$ cat config.mk
export PLATFORM = sky130hd
export DESIGN_NAME = rf_subsys_top
export DESIGN_NICKNAME = d
export VERILOG_FILES = /design/src/rf_pkg.sv /design/src/rf_test_if.sv /design/src/rf_regfile.sv /design/src/rf_test_wrap.sv /design/src/rf_mbist_ctrl.sv /design/src/rf_bist_regs.sv /design/src/rf_subsys_top.sv
export VERILOG_INCLUDE_DIRS = /design/src
export SDC_FILE = /design/constraint.sdc
export NUM_CORES = 2
export LEC_CHECK = 0
export BUFFER_PORTS_ARGS = -buffer_cell sky130_fd_sc_hd__buf_2
export CAP_MARGIN = 20
export CORE_MARGIN = 3
export CORE_UTILIZATION = 35
export CTS_BUF_LIST = sky130_fd_sc_hd__clkbuf_4 sky130_fd_sc_hd__clkbuf_8
export CTS_CLUSTER_DIAMETER = 40
export DETAILED_ROUTE_END_ITERATION = 8
export GPL_ROUTABILITY_DRIVEN = 0
export PLACE_DENSITY = 0.59
export SYNTH_ARGS = -nofsm -noshare
export SYNTH_HDL_FRONTEND = slang
export SYNTH_SLANG_ARGS = --single-unit
$ cat constraint.sdc
create_clock -name clk -period 5 [get_ports clk]
set_input_delay 1 -clock clk [delete_from_list [all_inputs] [get_ports clk]]
set_output_delay 1 -clock clk [all_outputs]
set_load 0.01 [all_outputs]
$ cat src/rf_defines.svh
// Widths are global to the subsystem and the register count is always 2**RF_ADDR_WIDTH
`ifndef RF_DEFINES_SVH
`define RF_DEFINES_SVH

////////////////////////////////////////////////////////////////////////////
// Register file geometry
////////////////////////////////////////////////////////////////////////////

// Register address width, 32 architectural registers
`define RF_ADDR_WIDTH 5

// Register word width
`define RF_DATA_WIDTH 32

////////////////////////////////////////////////////////////////////////////
// Host configuration port
////////////////////////////////////////////////////////////////////////////

// Host register address width, four registers in the map
`define RF_CFG_ADDR_WIDTH 2

`endif

$ cat src/rf_pkg.sv
// Types shared by the BIST engine and the host registers, and the STATUS bit order follows the struct
`include "rf_defines.svh"

package rf_pkg;

   // BIST engine status
   // Packed MSB first, so busy is bit 2 and fail is bit 0
   typedef struct packed
   {
      logic busy;
      logic done;
      logic fail;
   } rf_status_t;

   // Host register map
   typedef enum logic [`RF_CFG_ADDR_WIDTH-1:0]
   {
      // Bit 0 starts the BIST, write-only, reads as zero
      CTRL      = 2'd0,
      // Read-only status word
      STATUS    = 2'd1,
      // Background pattern for the March run
      PATTERN   = 2'd2,
      // First address that failed compare
      FAIL_ADDR = 2'd3
   } rf_cfg_reg_e;

endpackage

$ cat src/rf_test_if.sv
// Single 1RW test port, csn and wen are active low and q follows a test read by one cycle
`timescale 1ns/1ps
`include "rf_defines.svh"

interface rf_test_if;

   // Test mode enable, port A belongs to the test port while high
   logic                      bist_en;
   // Chip select, active low
   logic                      csn;
   // Write enable, low writes and high reads
   logic                      wen;
   logic [`RF_ADDR_WIDTH-1:0] addr;
   logic [`RF_DATA_WIDTH-1:0] wdata;
   // Read data of the last test read
   logic [`RF_DATA_WIDTH-1:0] q;

   // BIST engine side
   modport engine
   (
      output bist_en, csn, wen, addr, wdata,
      input  q
   );

   // Memory wrapper side
   modport mem
   (
      input  bist_en, csn, wen, addr, wdata,
      output q
   );

endinterface

$ cat src/rf_regfile.sv
// Flop array without bypass, so a write shows on the read ports only in the cycle after its edge
`timescale 1ns/1ps
`include "rf_defines.svh"

module rf_regfile
(
   input  logic                      clk,
   input  logic                      rst_n,

   // Read ports, combinational
   input  logic [`RF_ADDR_WIDTH-1:0] raddr_a_i,
   output logic [`RF_DATA_WIDTH-1:0] rdata_a_o,
   input  logic [`RF_ADDR_WIDTH-1:0] raddr_b_i,
   output logic [`RF_DATA_WIDTH-1:0] rdata_b_o,
   input  logic [`RF_ADDR_WIDTH-1:0] raddr_c_i,
   output logic [`RF_DATA_WIDTH-1:0] rdata_c_o,

   // Write port A
   input  logic [`RF_ADDR_WIDTH-1:0] waddr_a_i,
   input  logic [`RF_DATA_WIDTH-1:0] wdata_a_i,
   input  logic                      we_a_i,

   // Write port B, wins over A on the same address
   input  logic [`RF_ADDR_WIDTH-1:0] waddr_b_i,
   input  logic [`RF_DATA_WIDTH-1:0] wdata_b_i,
   input  logic                      we_b_i
);

   localparam int NUM_WORDS = 2 ** `RF_ADDR_WIDTH;

   logic [`RF_DATA_WIDTH-1:0] mem [NUM_WORDS];

   // x0 is hardwired, no storage behind it
   assign mem[0] = '0;

   ////////////////////////////////////////////////////////////////////////////
   // Storage words 1 .. NUM_WORDS-1
   ////////////////////////////////////////////////////////////////////////////

   for (genvar i = 1; i < NUM_WORDS; i++)
   begin : g_word
      logic hit_a;
      logic hit_b;

      // Per-word write decode
      assign hit_a = we_a_i && (waddr_a_i == `RF_ADDR_WIDTH'(i));
      assign hit_b = we_b_i && (waddr_b_i == `RF_ADDR_WIDTH'(i));

      always_ff @(posedge clk or negedge rst_n)
      begin
         if (!rst_n)
            mem[i] <= '0;
         // Port B checked first for collision priority
         else if (hit_b)
            mem[i] <= wdata_b_i;
         else if (hit_a)
            mem[i] <= wdata_a_i;
      end
   end

   ////////////////////////////////////////////////////////////////////////////
   // Read muxes
   ////////////////////////////////////////////////////////////////////////////

   assign rdata_a_o = mem[raddr_a_i];
   assign rdata_b_o = mem[raddr_b_i];
   assign rdata_c_o = mem[raddr_c_i];

endmodule

$ cat src/rf_test_wrap.sv
// While bist_en is high the functional port A is ignored, port B writes are dropped and port A reads test data
`timescale 1ns/1ps
`include "rf_defines.svh"

module rf_test_wrap
(
   input  logic                      clk,
   input  logic                      rst_n,

   // Functional read ports
   input  logic [`RF_ADDR_WIDTH-1:0] raddr_a_i,
   output logic [`RF_DATA_WIDTH-1:0] rdata_a_o,
   input  logic [`RF_ADDR_WIDTH-1:0] raddr_b_i,
   output logic [`RF_DATA_WIDTH-1:0] rdata_b_o,
   input  logic [`RF_ADDR_WIDTH-1:0] raddr_c_i,
   output logic [`RF_DATA_WIDTH-1:0] rdata_c_o,

   // Functional write ports
   input  logic [`RF_ADDR_WIDTH-1:0] waddr_a_i,
   input  logic [`RF_DATA_WIDTH-1:0] wdata_a_i,
   input  logic                      we_a_i,
   input  logic [`RF_ADDR_WIDTH-1:0] waddr_b_i,
   input  logic [`RF_DATA_WIDTH-1:0] wdata_b_i,
   input  logic                      we_b_i,

   // Test port
   rf_test_if.mem                    tst_if
);

   logic                      tst_rd;
   logic                      tst_wr;
   logic [`RF_ADDR_WIDTH-1:0] tst_raddr_q;

   logic [`RF_ADDR_WIDTH-1:0] raddr_a_mux;
   logic [`RF_ADDR_WIDTH-1:0] waddr_a_mux;
   logic [`RF_DATA_WIDTH-1:0] wdata_a_mux;
   logic                      we_a_mux;
   logic [`RF_ADDR_WIDTH-1:0] waddr_b_mux;
   logic [`RF_DATA_WIDTH-1:0] wdata_b_mux;
   logic                      we_b_mux;

   // Decoded test accesses
   assign tst_rd = !tst_if.csn && tst_if.wen;
   assign tst_wr = !tst_if.csn && !tst_if.wen;

   // Test read address, held until the next test read
   always_ff @(posedge clk or negedge rst_n)
   begin
      if (!rst_n)
         tst_raddr_q <= '0;
      else if (tst_rd)
         tst_raddr_q <= tst_if.addr;
   end

   // Port A taken over by the test port
   assign raddr_a_mux = tst_if.bist_en ? tst_raddr_q  : raddr_a_i;
   assign waddr_a_mux = tst_if.bist_en ? tst_if.addr  : waddr_a_i;
   assign wdata_a_mux = tst_if.bist_en ? tst_if.wdata : wdata_a_i;
   assign we_a_mux    = tst_if.bist_en ? tst_wr       : we_a_i;

   // Port B forced idle during test
   assign waddr_b_mux = tst_if.bist_en ? '0   : waddr_b_i;
   assign wdata_b_mux = tst_if.bist_en ? '0   : wdata_b_i;
   assign we_b_mux    = tst_if.bist_en ? 1'b0 : we_b_i;

   // Test read data taken from read port A
   assign tst_if.q = rdata_a_o;

   rf_regfile u_regfile
   (
      .clk       ( clk         ),
      .rst_n     ( rst_n       ),
      .raddr_a_i ( raddr_a_mux ),
      .rdata_a_o ( rdata_a_o   ),
      .raddr_b_i ( raddr_b_i   ),
      .rdata_b_o ( rdata_b_o   ),
      .raddr_c_i ( raddr_c_i   ),
      .rdata_c_o ( rdata_c_o   ),
      .waddr_a_i ( waddr_a_mux ),
      .wdata_a_i ( wdata_a_mux ),
      .we_a_i    ( we_a_mux    ),
      .waddr_b_i ( waddr_b_mux ),
      .wdata_b_i ( wdata_b_mux ),
      .we_b_i    ( we_b_mux    )
   );

endmodule

$ cat src/rf_mbist_ctrl.sv
// March test over addresses 1..31 only, a start while busy is ignored and only the first fail is kept
`timescale 1ns/1ps
`include "rf_defines.svh"

module rf_mbist_ctrl
   import rf_pkg::*;
(
   input  logic                      clk,
   input  logic                      rst_n,

   // Control from the host registers
   input  logic                      start_i,
   input  logic [`RF_DATA_WIDTH-1:0] pattern_i,
   output rf_status_t                status_o,
   output logic [`RF_ADDR_WIDTH-1:0] fail_addr_o,

   // Test port
   rf_test_if.engine                 tst_if
);

   localparam logic [`RF_ADDR_WIDTH-1:0] ADDR_LO = `RF_ADDR_WIDTH'(1);
   localparam logic [`RF_ADDR_WIDTH-1:0] ADDR_HI = '1;

   // FILL is element 1, the other elements loop ISSUE, CMP, WRITE per address
   typedef enum logic [2:0]
   {
      S_IDLE,
      S_FILL,
      S_ISSUE,
      S_CMP,
      S_WRITE
   } state_e;

   state_e                    state_q;
   logic [1:0]                elem_q;
   logic [`RF_ADDR_WIDTH-1:0] addr_q;
   logic [`RF_DATA_WIDTH-1:0] pat_q;
   logic                      done_q;
   logic                      fail_q;

   logic                      descend;
   logic                      last_addr;
   logic [`RF_DATA_WIDTH-1:0] expect_data;
   logic [`RF_DATA_WIDTH-1:0] write_data;

   ////////////////////////////////////////////////////////////////////////////
   // Element decode
   ////////////////////////////////////////////////////////////////////////////

   // Third element runs downward
   assign descend   = (elem_q == 2'd2);
   assign last_addr = descend ? (addr_q == ADDR_LO) : (addr_q == ADDR_HI);

   // Third element expects ~P and restores P
   assign expect_data = descend ? ~pat_q : pat_q;
   assign write_data  = ((elem_q == 2'd0) || descend) ? pat_q : ~pat_q;

   ////////////////////////////////////////////////////////////////////////////
   // Test port drive
   ////////////////////////////////////////////////////////////////////////////

   assign tst_if.bist_en = (state_q != S_IDLE);
   // CMP is the only idle slot inside a run
   assign tst_if.csn     = (state_q == S_IDLE) || (state_q == S_CMP);
   // Low only for write slots
   assign tst_if.wen     = !((state_q == S_FILL) || (state_q == S_WRITE));
   assign tst_if.addr    = addr_q;
   assign tst_if.wdata   = write_data;

   assign status_o = '{busy: (state_q != S_IDLE), done: done_q, fail: fail_q};

   ////////////////////////////////////////////////////////////////////////////
   // Sequencer
   ////////////////////////////////////////////////////////////////////////////

   always_ff @(posedge clk or negedge rst_n)
   begin
      if (!rst_n)
      begin
         state_q     <= S_IDLE;
         elem_q      <= '0;
         addr_q      <= ADDR_LO;
         done_q      <= 1'b0;
         fail_q      <= 1'b0;
         fail_addr_o <= '0;
      end
      else
      begin
         case (state_q)
            S_IDLE:
            begin
               if (start_i)
               begin
                  state_q     <= S_FILL;
                  elem_q      <= '0;
                  addr_q      <= ADDR_LO;
                  done_q      <= 1'b0;
                  fail_q      <= 1'b0;
                  fail_addr_o <= '0;
               end
            end
            // Address goes out now, q is valid next cycle
            S_ISSUE:
               state_q <= S_CMP;
            S_CMP:
            begin
               // Keep the first mismatch only
               if ((tst_if.q != expect_data) && !fail_q)
               begin
                  fail_q      <= 1'b1;
                  fail_addr_o <= addr_q;
               end
               state_q <= S_WRITE;
            end
            S_FILL, S_WRITE:
            begin
               if (!last_addr)
               begin
                  addr_q  <= descend ? addr_q - 1'b1 : addr_q + 1'b1;
                  state_q <= (state_q == S_FILL) ? S_FILL : S_ISSUE;
               end
               else if (elem_q == 2'd3)
               begin
                  // busy falls with done rising
                  state_q <= S_IDLE;
                  done_q  <= 1'b1;
               end
               else
               begin
                  elem_q  <= elem_q + 1'b1;
                  // Element about to start is the descending one
                  addr_q  <= (elem_q == 2'd1) ? ADDR_HI : ADDR_LO;
                  state_q <= S_ISSUE;
               end
            end
            default:
               state_q <= S_IDLE;
         endcase
      end
   end

   // Pattern sampled once per run
   always_ff @(posedge clk)
   begin
      if ((state_q == S_IDLE) && start_i)
         pat_q <= pattern_i;
   end

endmodule

$ cat src/rf_bist_regs.sv
// Host writes stall while the BIST runs, reads always pass and return data one cycle after acceptance
`timescale 1ns/1ps
`include "rf_defines.svh"

module rf_bist_regs
   import rf_pkg::*;
(
   input  logic                          clk,
   input  logic                          rst_n,

   // Host valid/ready port
   input  logic                          cfg_valid_i,
   input  logic                          cfg_write_i,
   input  logic [`RF_CFG_ADDR_WIDTH-1:0] cfg_addr_i,
   input  logic [`RF_DATA_WIDTH-1:0]     cfg_wdata_i,
   output logic                          cfg_ready_o,
   output logic [`RF_DATA_WIDTH-1:0]     cfg_rdata_o,
   output logic                          cfg_rvalid_o,

   // BIST engine side
   input  rf_status_t                    status_i,
   input  logic [`RF_ADDR_WIDTH-1:0]     fail_addr_i,
   output logic                          start_o,
   output logic [`RF_DATA_WIDTH-1:0]     pattern_o
);

   rf_cfg_reg_e               reg_sel;
   logic                      wr_acc;
   logic                      rd_acc;
   logic [`RF_DATA_WIDTH-1:0] rd_mux;

   assign reg_sel = rf_cfg_reg_e'(cfg_addr_i);

   // Pending start counts as busy so a write cannot slip in before the engine reacts
   assign cfg_ready_o = !(cfg_valid_i && cfg_write_i && (status_i.busy || start_o));

   assign wr_acc = cfg_valid_i && cfg_ready_o && cfg_write_i;
   assign rd_acc = cfg_valid_i && cfg_ready_o && !cfg_write_i;

   // Read data select
   always_comb
   begin
      rd_mux = '0;
      case (reg_sel)
         STATUS:    rd_mux = `RF_DATA_WIDTH'(status_i);
         PATTERN:   rd_mux = pattern_o;
         FAIL_ADDR: rd_mux = `RF_DATA_WIDTH'(fail_addr_i);
         // CTRL is write-only
         default:   rd_mux = '0;
      endcase
   end

   ////////////////////////////////////////////////////////////////////////////
   // Control registers
   ////////////////////////////////////////////////////////////////////////////

   always_ff @(posedge clk or negedge rst_n)
   begin
      if (!rst_n)
      begin
         start_o      <= 1'b0;
         pattern_o    <= '0;
         cfg_rvalid_o <= 1'b0;
      end
      else
      begin
         // Self-clearing start, high for one cycle
         start_o      <= wr_acc && (reg_sel == CTRL) && cfg_wdata_i[0];
         cfg_rvalid_o <= rd_acc;
         if (wr_acc && (reg_sel == PATTERN))
            pattern_o <= cfg_wdata_i;
      end
   end

   // Read data, qualified by cfg_rvalid_o
   always_ff @(posedge clk)
   begin
      if (rd_acc)
         cfg_rdata_o <= rd_mux;
   end

endmodule

$ cat src/rf_subsys_top.sv
// Register file with March BIST, functional port A and B writes are lost while a BIST run is busy
`timescale 1ns/1ps
`include "rf_defines.svh"

module rf_subsys_top
   import rf_pkg::*;
(
   input  logic                          clk,
   input  logic                          rst_n,

   // Host port
   input  logic                          cfg_valid_i,
   input  logic                          cfg_write_i,
   input  logic [`RF_CFG_ADDR_WIDTH-1:0] cfg_addr_i,
   input  logic [`RF_DATA_WIDTH-1:0]     cfg_wdata_i,
   output logic                          cfg_ready_o,
   output logic [`RF_DATA_WIDTH-1:0]     cfg_rdata_o,
   output logic                          cfg_rvalid_o,

   // Functional read ports
   input  logic [`RF_ADDR_WIDTH-1:0]     raddr_a_i,
   output logic [`RF_DATA_WIDTH-1:0]     rdata_a_o,
   input  logic [`RF_ADDR_WIDTH-1:0]     raddr_b_i,
   output logic [`RF_DATA_WIDTH-1:0]     rdata_b_o,
   input  logic [`RF_ADDR_WIDTH-1:0]     raddr_c_i,
   output logic [`RF_DATA_WIDTH-1:0]     rdata_c_o,

   // Functional write ports
   input  logic [`RF_ADDR_WIDTH-1:0]     waddr_a_i,
   input  logic [`RF_DATA_WIDTH-1:0]     wdata_a_i,
   input  logic                          we_a_i,
   input  logic [`RF_ADDR_WIDTH-1:0]     waddr_b_i,
   input  logic [`RF_DATA_WIDTH-1:0]     wdata_b_i,
   input  logic                          we_b_i
);

   rf_status_t                bist_status;
   logic [`RF_ADDR_WIDTH-1:0] bist_fail_addr;
   logic                      bist_start;
   logic [`RF_DATA_WIDTH-1:0] bist_pattern;

   // Engine to wrapper test port
   rf_test_if tst_if ();

   // Host register block
   rf_bist_regs u_regs
   (
      .clk          ( clk            ),
      .rst_n        ( rst_n          ),
      .cfg_valid_i  ( cfg_valid_i    ),
      .cfg_write_i  ( cfg_write_i    ),
      .cfg_addr_i   ( cfg_addr_i     ),
      .cfg_wdata_i  ( cfg_wdata_i    ),
      .cfg_ready_o  ( cfg_ready_o    ),
      .cfg_rdata_o  ( cfg_rdata_o    ),
      .cfg_rvalid_o ( cfg_rvalid_o   ),
      .status_i     ( bist_status    ),
      .fail_addr_i  ( bist_fail_addr ),
      .start_o      ( bist_start     ),
      .pattern_o    ( bist_pattern   )
   );

   // March sequencer
   rf_mbist_ctrl u_mbist
   (
      .clk         ( clk            ),
      .rst_n       ( rst_n          ),
      .start_i     ( bist_start     ),
      .pattern_i   ( bist_pattern   ),
      .status_o    ( bist_status    ),
      .fail_addr_o ( bist_fail_addr ),
      .tst_if      ( tst_if.engine  )
   );

   // Register file behind the test mux
   rf_test_wrap u_wrap
   (
      .clk       ( clk        ),
      .rst_n     ( rst_n      ),
      .raddr_a_i ( raddr_a_i  ),
      .rdata_a_o ( rdata_a_o  ),
      .raddr_b_i ( raddr_b_i  ),
      .rdata_b_o ( rdata_b_o  ),
      .raddr_c_i ( raddr_c_i  ),
      .rdata_c_o ( rdata_c_o  ),
      .waddr_a_i ( waddr_a_i  ),
      .wdata_a_i ( wdata_a_i  ),
      .we_a_i    ( we_a_i     ),
      .waddr_b_i ( waddr_b_i  ),
      .wdata_b_i ( wdata_b_i  ),
      .we_b_i    ( we_b_i     ),
      .tst_if    ( tst_if.mem )
   );

endmodule

# Word level (Yosys, flattened, before mapping)
# Index checks and enable logic that the tools add are counted.
# W data, S select, Z words.
classes:
  order_cmp: 3
  eq_ne: 81
  bitwise: 4
  reduce_logical: 125
  muxes: 106
  n_addsub: 3
ops:
  columns: ["cell", "n"]
  rows:
  - ["$mux W32", 72]
  - ["$bmux W32 S5", 3]
  - ["$eq A5 B5 Y1 const B", 33]
  - ["$pmux W32 S3", 1]
  - ["$eq A5 B4 Y1 const B", 16]
  - ["$logic_and A1 B1 Y1", 74]
  - ["$reduce_bool A2 Y1", 33]
  - ["$mux W5", 10]
  - ["$eq A5 B3 Y1 const B", 8]
  - ["$ne A32 B32 Y1", 1]
  - ["$not A32 Y32", 1]
  - ["$eq A5 B2 Y1 const B", 4]
  - ["$pmux W5 S2", 2]
  - ["$ge A6 B6 Y1 const B", 3]
  - ["$not A5 Y6", 3]
  - ["$eq A5 B1 Y1 const B", 3]
  - ["$pmux W3 S4", 1]
  - ["$mux W2", 5]
  - ["$eq A2 B2 Y1 const B", 4]
  - ["$reduce_and A4 Y1", 2]
  - ["$mux W1", 7]
  - ["$eq A3 B2 Y1 const B", 2]
  - ["$mux W3", 2]
  - ["$ne A2 B2 Y1 const B", 3]
  - ["17 further kinds", 29]
totals:
  out_inout_bits: 130
  regBits: 1112
  in_bits: 129

# Depth between registers and ports, before layout
depth:
  depth_word: 10
  depth_mapped: 19

# Cells and area by module
# From an unflattened synthesis, not the netlist that was laid out.
unflattened:
  hier_cells: 7160
  hier_area_um2: 77180.3
by_module_without_submodules:
  columns: ["module", "area_each_um2", "n_inst", "cells_each", "seq_area_each_um2"]
  rows:
  - ["rf_regfile", 70248.6, 1, 6624, 24823.8]
  - ["rf_mbist_ctrl", 2830.2, 1, 252, 1387.6]
  - ["rf_bist_regs", 2665.1, 1, 150, 1811.7]
  - ["rf_test_wrap", 1436.4, 1, 134, 125.1]

# Worst setup path before layout
# Ideal clock, no wire load.
synth_timing:
  path_type: "input-to-output"
  start: "in raddr_c_i[0]"
  end: "out rdata_c_o[6]"
  slack_ns: 0.605
  path_stages: 6
  n_path_buf: 3
  t_arrival_ns: 3.395
  path_cell_list: "clkbuf_1 > clkbuf_1 > clkbuf_1 > mux4_2 > mux4_2 > mux2_2"
synth_via:
  elab_chain_cells: 4
synth_lines:
  columns: ["element", "line_no", "rtl"]
  rows:
  - ["from (decl)", "rf_subsys_top.sv:25", "input logic [`RF_ADDR_WIDTH-1:0] raddr_c_i,"]
  - ["$not A5 Y6 (implied by the code)", "rf_regfile.sv:67", "assign rdata_c_o = mem[raddr_c_i];"]
  - ["$bmux W32 S5", "rf_regfile.sv:67", null]
  - ["$mux W32 (implied by the code) (2 in series)", "rf_regfile.sv:67", null]
  - ["to (decl)", "rf_subsys_top.sv:26", "output logic [`RF_DATA_WIDTH-1:0] rdata_c_o,"]
# Every way passes these cells. The select of a mux whose other input is x is not followed.

# Worst setup path after layout
layout_timing:
  start: "reg u_mbist.state_q[0]"
  end: "out rdata_a_o[4]"
layout_via:
  elab_chain_cells: 6
layout_lines:
  columns: ["element", "line_no", "rtl"]
  rows:
  - ["from (decl)", "rf_mbist_ctrl.sv:34", "state_e state_q;"]
  - ["from (signal assigned)", "rf_mbist_ctrl.sv:120", "state_q <= (state_q == S_FILL) ? S_FILL : S_ISSUE;"]
  - ["$reduce_bool A3 Y1", "rf_mbist_ctrl.sv:62", "assign tst_if.bist_en = (state_q != S_IDLE);"]
  - ["$mux W5", "rf_test_wrap.sv:56", "assign raddr_a_mux = tst_if.bist_en ? tst_raddr_q : raddr_a_i;"]
  - ["$not A5 Y6 (implied by the code)", "rf_regfile.sv:65", "assign rdata_a_o = mem[raddr_a_i];"]
  - ["$bmux W32 S5", "rf_regfile.sv:65", null]
  - ["$mux W32 (implied by the code) (2 in series)", "rf_regfile.sv:65", null]
  - ["to (decl)", "rf_subsys_top.sv:22", "output logic [`RF_DATA_WIDTH-1:0] rdata_a_o,"]
# Every way passes these cells. The select of a mux whose other input is x is not followed.

==> impl_metrics.env <==
export IMPL_status="finished with violations"
export IMPL_violations="setup timing"
export IMPL_internal_power_mw=31.3
export IMPL_clk_path_buf_depth=3
export IMPL_powerDensity_mw_per_mm2=567
export IMPL_drtIter0Drc=15400
export IMPL_crit_required_ns=4.00
export IMPL_layout_nets=8408
export IMPL_vias=81800
export IMPL_hold_viol=0
export IMPL_period_minus_slack_ns=5.29
export IMPL_ys_top_cells_by_area="dfrtp_1, mux4_2, a21oi_1, a211oi_1, mux2i_1"
export IMPL_final_max_slew_viol_count=0
export IMPL_rsz0062_at_grt="true"
export IMPL_cts_sinks=1112
export IMPL_viasPerCell=7.14
export IMPL_crit_fanout=5
export IMPL_hp_start="cfg_wdata_i[9]"
export IMPL_crit_family="simple AND/OR/NAND/NOR gates"
export IMPL_cp_common_cell="buf_8"
export IMPL_worstMarginPinSlew_ns=1.40
export IMPL_syn_inst=8019
export IMPL_p_switching_mw=22.4
export IMPL_core_mm2=0.221
export IMPL_final_fill_count=20900
export IMPL_cts_tree="yes"
export IMPL_startpoint_type="register"
export IMPL_boundaryPins=259
export IMPL_fp_dieH_um=478
export IMPL_cp_arrival_ns=4.29
export IMPL_routed_wl_um=444000
export IMPL_area_delta_synth_final_pct=21.3
export IMPL_finalWorstSetupSlack_ns=-0.289
export IMPL_ys_warnings_count=0
export IMPL_hold_slack_ns=0.160
export IMPL_remaining_drc_errors=0
export IMPL_final_cell_mix="dfrtp_1, a21oi_1, nor2_1, a211oi_1, mux4_2"
export IMPL_synth_async_reset_ratio_pct=94.2
export IMPL_final_antenna_net_count=0
export IMPL_firstDrtPassIters=9
export IMPL_wl_per_cell_um=38.7
export IMPL_maxCapViolations=0
export IMPL_avgSynthCellArea_um2=9.74
export IMPL_start_util_pct=35.4
export IMPL_die_area_mm2=0.229
export IMPL_yosys_area_top_type="dfrtp_1"
export IMPL_pre_cts_ws_ns=-0.918
export IMPL_worstSetupPathType="reg2out"
export IMPL_drive_gt1_share_pct=28.3
export IMPL_clk_pin_slew_ns=0.06
export IMPL_cp_buffers_inverters=6
export IMPL_timing_rr_start="u_mbist.state_q[2]"
export IMPL_synth_lib_cells_used_distinct=96
export IMPL_synth_edf_count=64
export IMPL_pwr_share_comb_pct=42.2
export IMPL_grt_antenna_before_repair=49
export IMPL_p_seq_share_pct=35.0
export IMPL_clk_latency_ns=1.10
export IMPL_netlist_area_mm2=0.0781
export IMPL_synth_flop_cell="dfrtp_1"
export IMPL_clk_root_buffer_cell="clkbuf_8"
export IMPL_synth_top_area_share_pct=33.5
export IMPL_grt_max_degree=117
export IMPL_fin_total_pwr_mw=53.7
export IMPL_finalSetupViolCount=26
export IMPL_worstPathCellList="buf_8 -> or4b_4 -> nand2_8 -> buf_12 -> buf_16 -> mux2i_4 -> o22ai_4 -> a211oi_2 -> and3_4 -> buf_8 -> inv_4 -> buf_6"
export IMPL_grt_pass1_wl_um=608000
export IMPL_grt_pass1_vias=75900
export IMPL_dpl_hpwl_um=273000
export IMPL_finClkSkew_ns=0.105
export IMPL_crit_path_max_incr_delay_ns=0.59
export IMPL_h_tree_depth=4
export IMPL_ys_seq_area_share_pct=36.0
export IMPL_pwr_share_clk_pct=22.8
export IMPL_swShare_pct=41.7
export IMPL_hold_class="in2reg"
export IMPL_critPathLaunch="u_mbist.state_q[0]"
export IMPL_rows=172
export IMPL_cts_buffers=241
export IMPL_synth_nets=8156
export IMPL_cp_slowest_cell="or4b_4"
export IMPL_min_period_over_period_pct=106
export IMPL_fmax_ghz=0.189
export IMPL_port_buffers=258
export IMPL_ys_seq_elements=1112
export IMPL_ir_drop_mv=0.366
export IMPL_final_common_cell="dfrtp_1"
export IMPL_die_x_um=478
export IMPL_grt_util_all_layers_pct=37.5
export IMPL_timing_slew_headroom_pct=6.99
export IMPL_worstSetupEndpointType="output port"
export IMPL_p_leak_nw=37.7
export IMPL_grt_ovfl_total=0
synth_stat cells (111+ instances only):
library cell / count
clkbuf_1: 629
mux2i_1: 422
nand2_1: 536
a21oi_1: 1023
mux4_2: 606
nor3_1: 111
mux2_2: 198
dfrtp_1: 1047
a211oi_1: 663
buf_2: 140
nor2_1: 1046
o21ai_0: 251
nand3_1: 225
kinds of logic (layout without fill, tap and decap cells):
group | after synthesis | after routing | share of synthesized area [%]
DFF | 1112 | 1112 | 36.0
xor gates and xnor gates | 68 | 68 | 0.772
AOI/OAI and AO/OA | 2464 | 2464 | 20.1
muxes | 1229 | 1229 | 25.8
buffers and inverters | 935 | 1395 | 4.99
adders and majority gates | 8 | 8 | 0.128
and+or+nand+nor | 2203 | 2204 | 12.2
other | 0 | 29 | 0
power by group through the flow:
| stage | sequential, mW | combinational [mW] | clock, mW |
|---|---|---|---|
| 2_1_floorplan | 16.1 | 14.1 | 0 |
| 3_3_place_gp | 18.0 | 20.0 | 0 |
| 3_5_place_dp | 18.3 | 20.4 | 0 |
| 4_1_cts | 18.2 | 21.2 | 12.2 |
| 5_1_grt | 18.9 | 23.6 | 12.7 |
| 6_report | 18.8 | 22.7 | 12.3 |
state kept, by name, indices dropped and copies added (netlist names):
signal	cells
u_wrap.tst_raddr_q	5
u_regs.cfg_rdata_o	32
u_wrap.u_regfile.mem	992
u_mbist.fail_q	1
u_regs.cfg_rvalid_o	1
u_mbist.fail_addr_o	5
u_mbist.done_q	1
u_mbist.elem_q	2
u_mbist.state_q	3
u_mbist.pat_q	32
u_mbist.tst_if.addr	5
u_regs.start_o	1
u_regs.pattern_o	32
what timing repair did:
| item | 4_1_cts | 5_1_grt |
|---|---|---|
| endpoints found under the setup margin | 38 | 38 |
| endpoints found under the hold margin | 14 | 0 |
| gates cloned | 13 | 6 |
| pin swaps | 36 | 76 |
| hold buffers | 1 | 0 |
| buffers inserted | 92 | 69 |
| gates resized for setup | 142 | 166 |
through the flow:
| stage | area [um2] | instances | util, % | TNS [ns] |
|---|---|---|---|---|
| finish | 94700 | 11500 | 42.9 | -1.45 |
| floorplan | 78100 | 8019 | - | 0 |
| detailed placement | 85600 | 10800 | 38.8 | -5.98 |
| global placement | 85600 | 10800 | 38.8 | -6.18 |
| CTS | 93300 | 11400 | 42.2 | -0.137 |
| global route | 94700 | 11400 | 42.9 | -1.63 |
final timing paths:
check,cells after the start,endpoint,slack [ns]
max in group asynchronous,3,u_wrap.u_regfile.mem[987],3.05
setup reg to reg,17,u_mbist.fail_addr_o[1],-0.05
hold reg to reg,0,u_mbist.pat_q[10],0.42
setup / recovery,12,rdata_a_o[4],-0.29
min in group asynchronous,2,u_wrap.u_regfile.mem[458],0.58
hold / removal,2,u_regs.pattern_o[9],0.16
routing by layer:
layer	GRT usage, %	vias to the layer above	routed length, um
met5	0.567	-	250
met4	35.7	22	54800
met3	17.9	2667	72600
met2	49.4	8510	171000
met1	43.8	39600	145000
li1	-	31000	-
cell type report:
| class | instances | area (um2) | share of cell area (%) |
|---|---|---|---|
| multi-input combinational | 5973 | 47400 | 50.0 |
| sequential | 1112 | 28200 | 29.7 |
| timing repair buffer | 924 | 9470 | 10.0 |
| clock buffer | 338 | 4300 | 4.54 |
| tap | 2958 | 3700 | 3.91 |
| clock inverter | 114 | 1550 | 1.63 |
| inverter | 19 | 78.8 | 0.0832 |
| antenna | 29 | 72.6 | 0.0766 |
Power figures use the tool's default switching activity.
